## src/design/gamePkg.sv

```systemverilog
package gamePkg;

    // --------------------
    // Frame geometry
    // --------------------

    // Visible pixels per line
    localparam int cHdisplay = 16;
    // Visible lines per frame
    localparam int cVdisplay = 12;
    // Width of scan counters and sprite position
    localparam int cPosWidth = 4;

    // --------------------
    // Pixel format and colours
    // --------------------

    // Packed RGB, 8 bits per channel
    localparam int cPixelWidth = 24;

    // Sprite edge in pixels
    localparam int cSpriteSize = 4;

    // Sprite palette A and B
    localparam logic [cPixelWidth-1:0] cSpriteColorA = 24'hF0C020;
    localparam logic [cPixelWidth-1:0] cSpriteColorB = 24'h20C0F0;

    // Checkerboard tones
    localparam logic [cPixelWidth-1:0] cBgColorA = 24'h202040;
    localparam logic [cPixelWidth-1:0] cBgColorB = 24'h404080;

    // --------------------
    // Buffering and control
    // --------------------

    // Pixel buffer entries, power of two
    localparam int cBuffDepth = 32;

    // Frame sequencer states
    typedef enum logic [1:0] {
        cIdle,
        cRun,
        cUpdate
    } frameStateT;

endpackage

```

## src/design/frameControl.sv

```systemverilog
`timescale 1ns/10ps

module frameControl (
    input  logic iBCLK,
    input  logic iRST,
    input  logic frameEnd,
    input  logic full,
    output logic cke,
    output logic update,
    output logic oFrameSync
);

    import gamePkg::*;

    frameStateT state;

    // --------------------
    // Sequencer
    // --------------------

    // Idle for one cycle after reset, then scan
    // One update cycle after the last pixel of every frame
    always_ff @(posedge iBCLK)
    begin
        if (iRST)
        begin
            state <= cIdle;
        end
        else
        begin
            case (state)
                cIdle:
                begin
                    state <= cRun;
                end
                cRun:
                begin
                    // Last pixel actually written this cycle
                    if (cke && frameEnd)
                    begin
                        state <= cUpdate;
                    end
                end
                cUpdate:
                begin
                    state <= cRun;
                end
                default:
                begin
                    state <= cIdle;
                end
            endcase
        end
    end

    // --------------------
    // Outputs
    // --------------------

    // Scan only while the buffer has room
    assign cke = (state == cRun) && !full;

    // Position step, also exported as frame sync
    assign update     = (state == cUpdate);
    assign oFrameSync = update;

    // Scan stopped during update, entered only from a written last pixel
    assert property (@(posedge iBCLK) disable iff (iRST)
        update |-> !cke && $past(cke && frameEnd));

    // Update step is a single cycle
    assert property (@(posedge iBCLK) disable iff (iRST)
        update |=> !update);

endmodule

```

## src/design/positionGen.sv

```systemverilog
`timescale 1ns/10ps

module positionGen (
    input  logic                          iBCLK,
    input  logic                          iRST,
    input  logic [5:0]                    iBtn,
    input  logic                          update,
    output logic [gamePkg::cPosWidth-1:0] posX,
    output logic [gamePkg::cPosWidth-1:0] posY,
    output logic                          paletteSel,
    output logic [7:0]                    oLed
);

    import gamePkg::*;

    // Two-flop synchronizer stages
    logic [5:0] btnMeta;
    logic [5:0] btnSync;

    // One step towards inc or dec, held at 0 and posMax
    // Both directions at once cancel
    function automatic logic [cPosWidth-1:0] stepPos(
        input logic [cPosWidth-1:0] pos,
        input logic                 dec,
        input logic                 inc,
        input int unsigned          posMax
    );
        logic [cPosWidth-1:0] result;
        result = pos;
        if (inc && !dec && pos < posMax)
        begin
            result = pos + 1'b1;
        end
        else if (dec && !inc && pos != '0)
        begin
            result = pos - 1'b1;
        end
        return result;
    endfunction

    // --------------------
    // Button sync and LEDs
    // --------------------

    always_ff @(posedge iBCLK)
    begin
        if (iRST)
        begin
            btnMeta <= '0;
            btnSync <= '0;
            oLed    <= '0;
        end
        else
        begin
            btnMeta <= iBtn;
            btnSync <= btnMeta;
            // Mirror, upper LEDs unused
            oLed    <= {2'b00, btnSync};
        end
    end

    // --------------------
    // Sprite position
    // --------------------

    // Btn 0 up, 1 down, 2 left, 3 right, 4 centre, 5 palette
    always_ff @(posedge iBCLK)
    begin
        if (iRST)
        begin
            posX       <= '0;
            posY       <= '0;
            paletteSel <= 1'b0;
        end
        else if (update)
        begin
            if (btnSync[4])
            begin
                // Centre of the frame, sprite corner at 6, 4
                posX <= cPosWidth'((cHdisplay - cSpriteSize) / 2);
                posY <= cPosWidth'((cVdisplay - cSpriteSize) / 2);
            end
            else
            begin
                posX <= stepPos(posX, btnSync[2], btnSync[3], cHdisplay - cSpriteSize);
                posY <= stepPos(posY, btnSync[0], btnSync[1], cVdisplay - cSpriteSize);
            end
            if (btnSync[5])
            begin
                paletteSel <= !paletteSel;
            end
        end
    end

    // Sprite stays fully on screen
    assert property (@(posedge iBCLK) disable iff (iRST)
        posX <= cHdisplay - cSpriteSize && posY <= cVdisplay - cSpriteSize);

endmodule

```

## src/design/dotGen.sv

```systemverilog
`timescale 1ns/10ps

module dotGen (
    input  logic                            iBCLK,
    input  logic                            iRST,
    input  logic                            cke,
    input  logic [gamePkg::cPosWidth-1:0]   posX,
    input  logic [gamePkg::cPosWidth-1:0]   posY,
    input  logic                            paletteSel,
    output logic [gamePkg::cPixelWidth-1:0] pixel,
    output logic                            frameEnd
);

    import gamePkg::*;

    // Current scan point
    logic [cPosWidth-1:0] scanX;
    logic [cPosWidth-1:0] scanY;

    // Last column and last line of the frame
    logic lastPixel;
    logic lastLine;

    // Scan point covered by the sprite
    logic inSprite;

    // --------------------
    // Raster counters
    // --------------------

    assign lastPixel = (scanX == cPosWidth'(cHdisplay - 1));
    assign lastLine  = (scanY == cPosWidth'(cVdisplay - 1));
    assign frameEnd  = lastPixel && lastLine;

    // Advance one point per written pixel
    always_ff @(posedge iBCLK)
    begin
        if (iRST)
        begin
            scanX <= '0;
            scanY <= '0;
        end
        else if (cke)
        begin
            if (lastPixel)
            begin
                scanX <= '0;
                // Wrap to the top after the last line
                if (lastLine)
                begin
                    scanY <= '0;
                end
                else
                begin
                    scanY <= scanY + 1'b1;
                end
            end
            else
            begin
                scanX <= scanX + 1'b1;
            end
        end
    end

    // --------------------
    // Colour select
    // --------------------

    // Square from posX, posY, edge cSpriteSize
    // Int compare avoids wrap at the right edge
    assign inSprite = (scanX >= posX) && (scanX < posX + cSpriteSize)
                   && (scanY >= posY) && (scanY < posY + cSpriteSize);

    always_comb
    begin
        if (inSprite)
        begin
            pixel = paletteSel ? cSpriteColorB : cSpriteColorA;
        end
        // Checker cells the size of the sprite
        else if (scanX[$clog2(cSpriteSize)] == scanY[$clog2(cSpriteSize)])
        begin
            pixel = cBgColorA;
        end
        else
        begin
            pixel = cBgColorB;
        end
    end

endmodule

```

## src/design/pixelFifo.sv

```systemverilog
`timescale 1ns/10ps

module pixelFifo (
    input  logic                            iBCLK,
    input  logic                            iRST,
    input  logic [gamePkg::cPixelWidth-1:0] wrData,
    input  logic                            wrEn,
    output logic                            full,
    output logic                            oEmpty,
    input  logic                            iRe,
    output logic [gamePkg::cPixelWidth-1:0] oRgb
);

    import gamePkg::*;

    // Pixel storage
    logic [cPixelWidth-1:0] mem [cBuffDepth];

    // Pointers wrap naturally at the power-of-two depth
    logic [$clog2(cBuffDepth)-1:0] wrPtr;
    logic [$clog2(cBuffDepth)-1:0] rdPtr;
    // Occupancy, one bit wider to hold cBuffDepth
    logic [$clog2(cBuffDepth):0]   count;

    // Accepted transfers
    logic wrOk;
    logic rdOk;

    assign full   = (count == cBuffDepth);
    assign oEmpty = (count == '0);
    assign wrOk   = wrEn && !full;
    assign rdOk   = iRe && !oEmpty;

    // --------------------
    // Storage
    // --------------------

    always_ff @(posedge iBCLK)
    begin
        if (wrOk)
        begin
            mem[wrPtr] <= wrData;
        end
    end

    // --------------------
    // Pointers and count
    // --------------------

    always_ff @(posedge iBCLK)
    begin
        if (iRST)
        begin
            wrPtr <= '0;
            rdPtr <= '0;
            count <= '0;
            oRgb  <= '0;
        end
        else
        begin
            if (wrOk)
            begin
                wrPtr <= wrPtr + 1'b1;
            end
            if (rdOk)
            begin
                rdPtr <= rdPtr + 1'b1;
                // Head pixel out one cycle after the strobe, held otherwise
                oRgb  <= mem[rdPtr];
            end
            case ({wrOk, rdOk})
                2'b10:   count <= count + 1'b1;
                2'b01:   count <= count - 1'b1;
                default: count <= count;
            endcase
        end
    end

    // Writer is throttled by full upstream
    assert property (@(posedge iBCLK) disable iff (iRST) full |-> !wrEn);

    // Refused read only when the read pointer has caught up
    assert property (@(posedge iBCLK) disable iff (iRST)
        iRe && oEmpty |-> rdPtr == wrPtr);

endmodule

```

## src/design/gameBase.sv

```systemverilog
`timescale 1ns/10ps

module gameBase (
    input  logic                            iBCLK,
    input  logic                            iRST,
    input  logic [5:0]                      iBtn,
    input  logic                            iRe,
    output logic [gamePkg::cPixelWidth-1:0] oRgb,
    output logic                            oEmpty,
    output logic                            oFrameSync,
    output logic [7:0]                      oLed
);

    import gamePkg::*;

    // Control
    logic cke;
    logic update;
    logic frameEnd;
    logic full;

    // Sprite state
    logic [cPosWidth-1:0] posX;
    logic [cPosWidth-1:0] posY;
    logic                 paletteSel;

    // Generated pixel into the buffer
    logic [cPixelWidth-1:0] pixel;

    // --------------------
    // Frame sequencing
    // --------------------

    frameControl uFrameControl (
        .iBCLK      (iBCLK),
        .iRST       (iRST),
        .frameEnd   (frameEnd),
        .full       (full),
        .cke        (cke),
        .update     (update),
        .oFrameSync (oFrameSync)
    );

    // --------------------
    // Position and LEDs
    // --------------------

    positionGen uPositionGen (
        .iBCLK      (iBCLK),
        .iRST       (iRST),
        .iBtn       (iBtn),
        .update     (update),
        .posX       (posX),
        .posY       (posY),
        .paletteSel (paletteSel),
        .oLed       (oLed)
    );

    // --------------------
    // Pixel path
    // --------------------

    dotGen uDotGen (
        .iBCLK      (iBCLK),
        .iRST       (iRST),
        .cke        (cke),
        .posX       (posX),
        .posY       (posY),
        .paletteSel (paletteSel),
        .pixel      (pixel),
        .frameEnd   (frameEnd)
    );

    // Write strobe is the scan enable
    pixelFifo uPixelFifo (
        .iBCLK  (iBCLK),
        .iRST   (iRST),
        .wrData (pixel),
        .wrEn   (cke),
        .full   (full),
        .oEmpty (oEmpty),
        .iRe    (iRe),
        .oRgb   (oRgb)
    );

endmodule

```

## config.mk

```make
export PLATFORM = sky130hd
export DESIGN_NAME = gameBase
export DESIGN_NICKNAME = d
export VERILOG_FILES = /design/src/design/gamePkg.sv /design/src/design/frameControl.sv /design/src/design/positionGen.sv /design/src/design/dotGen.sv /design/src/design/pixelFifo.sv /design/src/design/gameBase.sv
export SDC_FILE = /design/constraint.sdc
export NUM_CORES = 1
export LEC_CHECK = 0
export BUFFER_PORTS_ARGS = -buffer_cell sky130_fd_sc_hd__buf_2
export CAP_MARGIN = 20
export CELL_PAD_IN_SITES_DETAIL_PLACEMENT = 1
export CELL_PAD_IN_SITES_GLOBAL_PLACEMENT = 2
export CORE_ASPECT_RATIO = 1.2
export CORE_MARGIN = 10
export CORE_UTILIZATION = 47
export CTS_CLUSTER_SIZE = 8
export DETAILED_ROUTE_END_ITERATION = 16
export GPL_ROUTABILITY_DRIVEN = 0
export HOLD_SLACK_MARGIN = 0.06
export PLACE_DENSITY = 0.79
export SETUP_SLACK_MARGIN = 0.3
export SYNTH_ARGS = -nofsm -noshare
export SYNTH_HDL_FRONTEND = slang
export SYNTH_SLANG_ARGS = --single-unit
```

## constraint.sdc

```tcl
create_clock -name iBCLK -period 4.7 [get_ports iBCLK]
set_input_delay 0.94 -clock iBCLK [delete_from_list [all_inputs] [get_ports iBCLK]]
set_output_delay 0.94 -clock iBCLK [all_outputs]
set_load 0.01 [all_outputs]
```

[Word-level counts from Yosys, hierarchy flattened]
Memories as Yosys holds them, arrays and structs flattened. A register that Yosys moved wholly into a read port is not among the register bits.
Index checks and enable logic that the tools add are counted.
Cells by class
  add/subtract/negate cells: 12
  multipliers: 0
  divide/modulo/power cells: 0
  magnitude comparators: 6
  equality and inequality tests: 9
  shifts and indexed selects: 0
  mux-type cells: 16
  bitwise operators: 0
  reductions and logical operators: 35
Operator list (count)
  4-bit by 32-bit less-than comparator with 1-bit output: 2
  24-bit 2-to-1 mux: 2
  4-bit 2-to-1 mux: 8
  23-bit 2-to-1 mux: 1
  4-bit by 1-bit adder with 4-bit output (second input constant): 4
  1-bit logical AND: 16
  6-bit one-hot mux with 2 select lines: 1
  4-bit by 3-bit adder with 5-bit output (second input constant): 2
  5-bit by 1-bit adder with 5-bit output (second input constant): 2
  4-bit equality test (second input constant): 2
  4-bit >= comparator: 2
  4-bit less-than comparator (second input constant): 2
  2-bit AND reduction: 4
  4-bit nonzero test: 2
  4-bit by 1-bit subtractor with 4-bit output (second input constant): 2
  1-bit zero test: 7
  6-bit by 1-bit adder with 6-bit output (second input constant): 1
  6-bit equality test (second input constant): 1
  6-bit zero test: 1
  3-bit nonzero test: 2
  6-bit by 1-bit subtractor with 6-bit output (second input constant): 1
  2-bit by 1-bit equality test with 1-bit output (second input constant): 2
  2-bit equality test (second input constant): 2
  2-bit one-hot mux with 2 select lines: 1
  other kinds (7): 8
Storage, ports and cells
  bits in registers: 55
  bits in latches: 0
  RAM bits: 768
  memory bits (read-only): 0
  bits of input ports: 9
  output and inout bits: 34
  word-level logic and storage cells: 92
  memories kept: 1
Memories
  uPixelFifo.mem: words 32, width 24, rd ports 1, clocked after memory_dff 1, wr ports 1, RTL line pixelFifo.sv:17  | logic [cPixelWidth-1:0] mem [cBuffDepth];

[Depth between registers and ports, before layout]
Gate-level depths: netlist of run 1.
  word-level depth: 6
  depth in mapped cells: 13
  mapped depth without buffers: 12

[By module]
Synthesis of run 1 repeated with hierarchy kept, for this count alone.
Unflattened totals
  cell total of the unflattened synthesis: 1705
  area total of the unflattened synthesis: 33124.3 µm²
Modules (own cells, without submodules)
  pixelFifo: instances 1, cells each 1470, area each 30929.7 µm², sequential area each 23862.9 µm²
  positionGen: instances 1, cells each 112, area each 1142.3 µm², sequential area each 540.5 µm²
  dotGen: instances 1, cells each 113, area each 957.2 µm², sequential area each 160.2 µm²
  frameControl: instances 1, cells each 10, area each 95.1 µm², sequential area each 40.0 µm²

[Least setup slack after synthesis of run 1]
No wires, ideal clock.
  kind: reg-to-reg
  start: register uPositionGen.posX[2] (netlist bit)
  end: memory uPixelFifo.mem[0][22] (data pin)
  arrival time: 3.200 ns
  slack: 1.115 ns
  cell stages (with the launch flop): 9
  path buffers: 1
  clock period less this slack: 3.585 ns
  cell sequence: dfxtp_1 -> inv_1 -> ha_1 -> inv_1 -> ha_1 -> a311oi_1 -> o211a_1 -> clkbuf_1 -> mux2i_1
Between the ends
  cells in the longest elaborated chain, start to end: 6
  elaborated cells between the ends (all ways): 7
Ends and longest elaborated chain
  start: declaration: RTL line positionGen.sv:8  | output logic [gamePkg::cPosWidth-1:0] posX,
  start signal: assignment: RTL line positionGen.sv:80  | posX <= cPosWidth'((cHdisplay - cSpriteSize) / 2);
  start signal: assignment: RTL line positionGen.sv:85  | posX <= stepPos(posX, btnSync[2], btnSync[3], cHdisplay - cSpriteSize);
  4-bit by 3-bit adder with 5-bit output: RTL line dotGen.sv:71  | assign inSprite = (scanX >= posX) && (scanX < posX + cSpriteSize)
  4-bit by 32-bit less-than comparator with 1-bit output: RTL line dotGen.sv:71
  1-bit logical AND *: RTL line dotGen.sv:71
  1-bit logical AND * (2 in series): RTL line dotGen.sv:72  | && (scanY >= posY) && (scanY < posY + cSpriteSize);
  24-bit 2-to-1 mux *: RTL line dotGen.sv:76  | if (inSprite)
  named net pixel[22]: RTL line gameBase.sv:28  | logic [cPixelWidth-1:0] pixel;
  end: declaration: RTL line pixelFifo.sv:17
The timed path passes the listed nets; every way through them passes the cells marked *.

[Final worst setup path of run 1]
  start: register uPositionGen.posX[2] (netlist bit)
  end: memory uPixelFifo.mem[28][4] (data pin)
Same word-level chain as after synthesis.

==> metrics, run 1 <==
status=finished, final reports clean; Avg WL per Cell=~25 um; Unique masters post-synth=53; Slew HR=20.9%; stages on the worst setup path=7; Reg2Reg Depth=7; 1st-iter DRT viols=696; reg-to-reg startpoint=uPositionGen.posX[2]; Slew Viols, Final=0; clk root buf=clkbuf_16; Routed Antenna Nets=0; FMAX=around 0.3 GHz; Pwr Density=around 500 nW/um^2; fill count=a little under 3,000; setup TNS=0 ps; Final Routed Wirelength=34,100 um; Area Overhead vs Synth=15.0%; mean post-synth cell area=~16 um^2; R2R Setup Slk=between 1000 and 1500 ps; cts hold-fix bufs=0; sequential share of the synthesized area=around 69%; CP endpoint kind=flop; Crit Path Max Fanout=32; clk slew on worst S/H paths=approximately 50 ps; Hold Vio Cnt, Final=0; # DRC=0; global-route usage over all layers=roughly 18%; HP Class=flop to flop; RSZ-0062 raised after global routing=no; most common cell after layout, fill and taps aside=edfxtp_1; max-cap violations=0; NumNets Final=around 1,000; n_diodes=0; post-CTS sizing=0; CTS tree=yes; grt ovf=0; CTS Sinks=350; final instance area=16,500 um^2; Core ar.=~30,000 um^2; VDD IR max=approximately 0.26 mV; Initial Util=between 40% and 50%; largest net degree at the start of global routing=56; Port-buffer cells=27; Num CTS Buffers=49; global-route wire length before repair=slightly above 50,000 um; CP required=around 5000 ps; Tcrit/Tclk final=70.9%; Ports=43; Die Span X=180 um; crit path cell chain=inv_1 > ha_1 > inv_1 > ha_1 > a311oi_1 > o211a_1 > and2_1; final core utilization=a little over half; WHS Path Cells=1; worst hold margin=~430 ps; Max stage delay on crit path=910 ps; Final Non-Filler Cells=~1,400; synth warn=0; CTS Buffer Depth=3; leakage power=approximately 5.5 nW; number of synthesized flops with an enable pin=between 200 and 300; critical path arrival=between 3000 and 4000 ps; Fin Clk Skew=about 14 ps; CP startpoint kind=flop; Max H-tree Level=2; predominant post-synthesis flop cell=edfxtp_1; post-CTS setup buffer count=0; Cell Area, Synth=~14,000 um^2; Rows=70; Setup Viol. Count Final=0; register bit total from synthesis=350; via count=between 7,000 and 8,000; vias in the first global route=~8,400; CP max stage cell=and2_1; min cycle time layout=between 3000 and 4000 ps; clock latency on the worst-skew pair=550 ps; hpwl dp=about 21,000 um; Chip Height=approximately 210 um; layout cells sized above 1=about a fifth; first drt pass iteration count=5; r2r endpoint=uPixelFifo.mem[28][4]; worst setup path class=flop to flop; end of the worst hold path=uPositionGen.btnSync[1]; CP Buf/Inv Count=2; initial antenna violation count=0; Worst Tran Pin Value=1180 ps; Syn Inst Count=roughly 900; Placed Area=approximately 15,000 um^2; die area=~38,000 um^2; Hold Crit Start=uPositionGen.btnMeta[1]; most frequent cells in the layout=edfxtp_1, nor2_1, dfxtp_1; Crit path max-delay family=compound AO/OA/AOI/OAI gates; placed cells=between 1,000 and 1,500; Via density=5.73; asr flop ratio synth=0%
stage by stage:
stage                     setup slack [ps]  power, mW
after floorplan                       1120       4.85
after global placement                1490       5.19
after detailed placement              1410       5.24
after CTS                             1380       8.45
after global routing                  1060       8.73
final                                 1370       8.37
kinds of logic after synthesis:
kind of cell / after synthesis / share of synthesized area [%]
AO/OA/AOI/OAI: 121 / 6.07
AND/OR/NAND/NOR: 161 / 5.32
flip-flops: 350 / 68.8
XOR/XNOR: 20 / 1.22
other: 1 / 0.0261
adder cells (fa/ha/maj): 35 / 3.20
multiplexers: 100 / 12.1
buffers and inverters: 88 / 3.31
how the worst max path moves through the flow:
stage,start,endpoint,slack [ps]
after CTS,uPositionGen.posX[2],uPixelFifo.mem[28][4],1380
after global placement,iRe,uPixelFifo.count[5],1490
after floorplan,uPositionGen.posX[2],uPixelFifo.mem[0][22],1120
after global routing,uPositionGen.posX[2],uPixelFifo.mem[28][4],1060
after detailed placement,iRe,uPixelFifo.count[5],1410
final,uPositionGen.posX[2],uPixelFifo.mem[28][4],1370
cells in the mapped netlist, types with 11 or more instances:
library cell / count / share of area (%)
mux4_1: 11 / 2.0
xor2_1: 12 / 0.73
dfxtp_1: 62 / 8.6
mux4_2: 44 / 6.9
nor2_1: 84 / 2.2
ha_1: 32 / 2.8
clkbuf_1: 19 / 0.50
nor2b_1: 26 / 1.1
a21oi_1: 38 / 1.3
buf_2: 12 / 0.42
edfxtp_1: 288 / 60
nand2_1: 15 / 0.39
mux2i_1: 43 / 3.0
inv_1: 25 / 0.65
a22o_1: 17 / 1.0
buf_4: 22 / 1.1
state kept, by name (all words and copies together) (netlist names), 5 cells and up:
signal / count
uPixelFifo.oRgb: 9
uPixelFifo.count: 6
uPositionGen.btnSync: 6
uPixelFifo.wrPtr: 5
uPixelFifo.mem: 288
uPositionGen.oLed: 6
uPositionGen.btnMeta: 6
uPixelFifo.rdPtr: 5
routing by layer:
| metal | wire (um) | vias up | global-route usage (%) |
|---|---|---|---|
| li1 | - | 3516 | - |
| met2 | 17500 | 244 | 31.1 |
| met5 | 0 | - | 0 |
| met1 | 13800 | 4108 | 21.8 |
| met3 | 1790 | 71 | 2.95 |
| met4 | 1090 | 0 | 6.54 |
report_power, final:
group | switching, mW | internal (mW) | total, mW | leakage (nW)
registers | 0.139 | 3.54 | 3.68 | 3.03
logic | 0.816 | 0.668 | 1.48 | 1.79
clock network | 1.25 | 1.96 | 3.20 | 0.664
total | 2.20 | 6.17 | 8.37 | 5.48
cell type report:
type | instances | area (um^2) | share of cell area (%)
clock buffer | 87 | 1380 | 8.34
clock inverter | 2 | 17.5 | 0.106
inverter | 25 | 93.8 | 0.568
multi-input combinational | 452 | 4080 | 24.7
sequential | 350 | 9890 | 59.9
tap | 396 | 495 | 3.00
timing repair buffer | 74 | 566 | 3.42
(Power assumes the default switching activity.)
==> run 2: changes to the inputs <==
==> constraint.sdc (replaced) <==
create_clock -name iBCLK -period 3.4 [get_ports iBCLK]
set_input_delay 0.68 -clock iBCLK [delete_from_list [all_inputs] [get_ports iBCLK]]
set_output_delay 0.68 -clock iBCLK [all_outputs]
set_load 0.01 [all_outputs]
==> run 2 against run 1 <==
Net effect:
- via count shrank 2.2%
- sequential power is 38% higher
- combinational power increased by 45%
- global-route usage is 0.27 points lower
- fmax rose by 17%
- design area shrank 0.64%
- first-iteration DRC count fell by 20%
- utilization is 0.35 points lower
- sequential cell count stayed put
- clock skew grew 5.3 ps
- count of clock-buffer cells in the layout up 2
- largest cell class unchanged
- largest power group unchanged
- highest routed layer unchanged
==> metrics, run 2 (synthesis gave the netlist of run 1 again) <==
largest net degree at the start of global routing=54 (-3.6%); min cycle time layout=2850 ps (-479 ps); Setup Viol. Count Final=0 (unchanged); area occupied by multi-input gates=4090 um^2 (+0.34%); first drt pass iteration count=5 (unchanged); Largest regs=uPixelFifo.mem: 288 flops, uPixelFifo.oRgb: 9 flops; vias in the first global route=8,441 (+0.72%); n_diodes=0 (unchanged); NumNets Final=982 (-1.4%); clock latency on the worst-skew pair=550 ps (about the same); via count=7,767 (-2.2%); initial antenna violation count=0 (unchanged); Num CTS Buffers=49 (unchanged); Top reg by flops=uPixelFifo.mem; Tcrit/Tclk final=83.9% (+13 points); sequential share of power=43.4% (-0.6 points); VDD IR max=0.427 mV (+62%); Placed Area=15,000 um^2 (+0.13%); Max H-tree Level=2 (unchanged); Chip Height=212 um (unchanged); grt ovf=0 (unchanged); Initial Util=47.4% (unchanged); Internal=8.63 mW (+40%); Slew HR=25.6% (+4.7 points); critical path arrival=3170 ps (-360 ps); FMAX=0.351 GHz (+17%); # DRC=0 (unchanged); CP startpoint kind=flop; Rows=70 (unchanged); CTS Buffer Depth=3 (unchanged); Slew Viols, Final=0 (unchanged); setup TNS=0 ps (unchanged); clk slew on worst S/H paths=50 ps (about the same); most frequent cells in the layout=edfxtp_1, nor2_1, dfxtp_1; CP endpoint kind=flop; Area Overhead vs Synth=14.2%; Net Sw Power=3.05 mW (+39%); share of total power in the clock network=38.4% (about the same); Fin Clk Skew=19.8 ps (+5.33 ps); Core ar.=30,300 um^2 (unchanged); global-route wire length before repair=51,100 um (-0.52%); Die Span X=180 um (unchanged); hpwl dp=20,500 um (-2.1%); FF+latch area=9890 um^2 (unchanged); 1st-iter DRT viols=555 (-20%); final instance area=16,400 um^2 (-0.64%); Port-buffer cells=27 (unchanged); clk root buf=clkbuf_16; CTS tree=yes; Comb pwr share=18.3% (+0.6 points); most common cell after layout, fill and taps aside=edfxtp_1; Routed Antenna Nets=0 (unchanged); HP Class=input pin to flop; CTS Sinks=350 (unchanged); post-CTS sizing=0 (unchanged); leakage power=5.43 nW (-1.1%); Ports=43 (unchanged); sw frac=26.1% (-0.18 points); Final Routed Wirelength=33,100 um (-3.1%); Pwr Density=712 nW/um^2 (+40%); Worst Tran Pin Value=1110 ps (-70.4 ps); worst setup path class=flop to flop; cts hold-fix bufs=0 (unchanged); layout cells sized above 1=17.6% (-1.3 points); R2R Setup Slk=550 ps (-820 ps); Crit Path Max Fanout=39 (+22%); status=finished, final reports clean; post-CTS setup buffer count=0 (unchanged); Avg WL per Cell=24.1 um (-2.2%); Hold Vio Cnt, Final=0 (unchanged); CP required=3720 ps (-1180 ps); global-route usage over all layers=17.5% (-0.27 points); die area=38,000 um^2 (unchanged); max-cap violations=0 (unchanged); Largest register FFs=288 (unchanged); Via density=5.66 (-1.2%); fill count=2,874 (-0.48%); RSZ-0062 raised after global routing=no
==> run 2: stage by stage <==
stage | hold WS, ps | util (%) | cells | worst slack (ps) | power [mW]
2_1_floorplan | 414 | - | 890 | 493 | 6.71
3_3_place_gp | 419 | 49.4 | 1282 | 468 | 7.24
3_5_place_dp | 427 | 49.4 | 1283 | 370 | 7.31
4_1_cts | 323 | 54.2 | 1373 | 353 | 11.8
5_1_grt | 326 | 54.2 | 1373 | 313 | 12.2
6_report | 336 | 54.2 | 1373 | 548 | 11.7
==> run 2: layout make-up <==
type	instances	area share (%)
flip-flops and latches	350	60.3
repair buffers	60	2.53
multi-input cells	452	24.9
clock buffers	89	8.64
well taps	396	3.02
inverters	25	0.572
clock inverters	1	0.0533
==> run 2: routing by layer <==
layer  GRT usage, %  vias up  share of wire (%)
met5              0        -                  0
met4           6.99        0                3.1
met3           3.30       51                4.6
met2           31.0      217                 53
met1           20.7     3994                 40
li1               -     3505                  -
==> run 2: path summary, 6_finish.rpt <==
check | from | to | cells after the start
setup / recovery | uPositionGen.posX[2] | uPixelFifo.mem[24][22] | 9
hold / removal | iBtn[4] | uPositionGen.btnMeta[4] | 2
setup reg to reg | uPositionGen.posX[2] | uPixelFifo.mem[24][22] | 9
hold reg to reg | uPositionGen.btnMeta[4] | uPositionGen.btnSync[4] | 1
==> run 2: power by group through the flow <==
stage	registers (mW)	clock network, mW	logic (mW)
after floorplan	5.06	0	1.65
after global placement	5.14	0	2.09
after detailed placement	5.15	0	2.16
after CTS	5.07	4.57	2.16
after global routing	5.09	4.77	2.31
final	5.07	4.48	2.14
==> run 2: worst max-delay path, cell delays in order (launching register included) <==
cell and delay, ps:
dfxtp_1 410, inv_1 90, ha_1 280, inv_1 40
ha_1 260, a311oi_1 260, o211a_1 230, buf_4 390
mux2i_4 290, buf_4 350
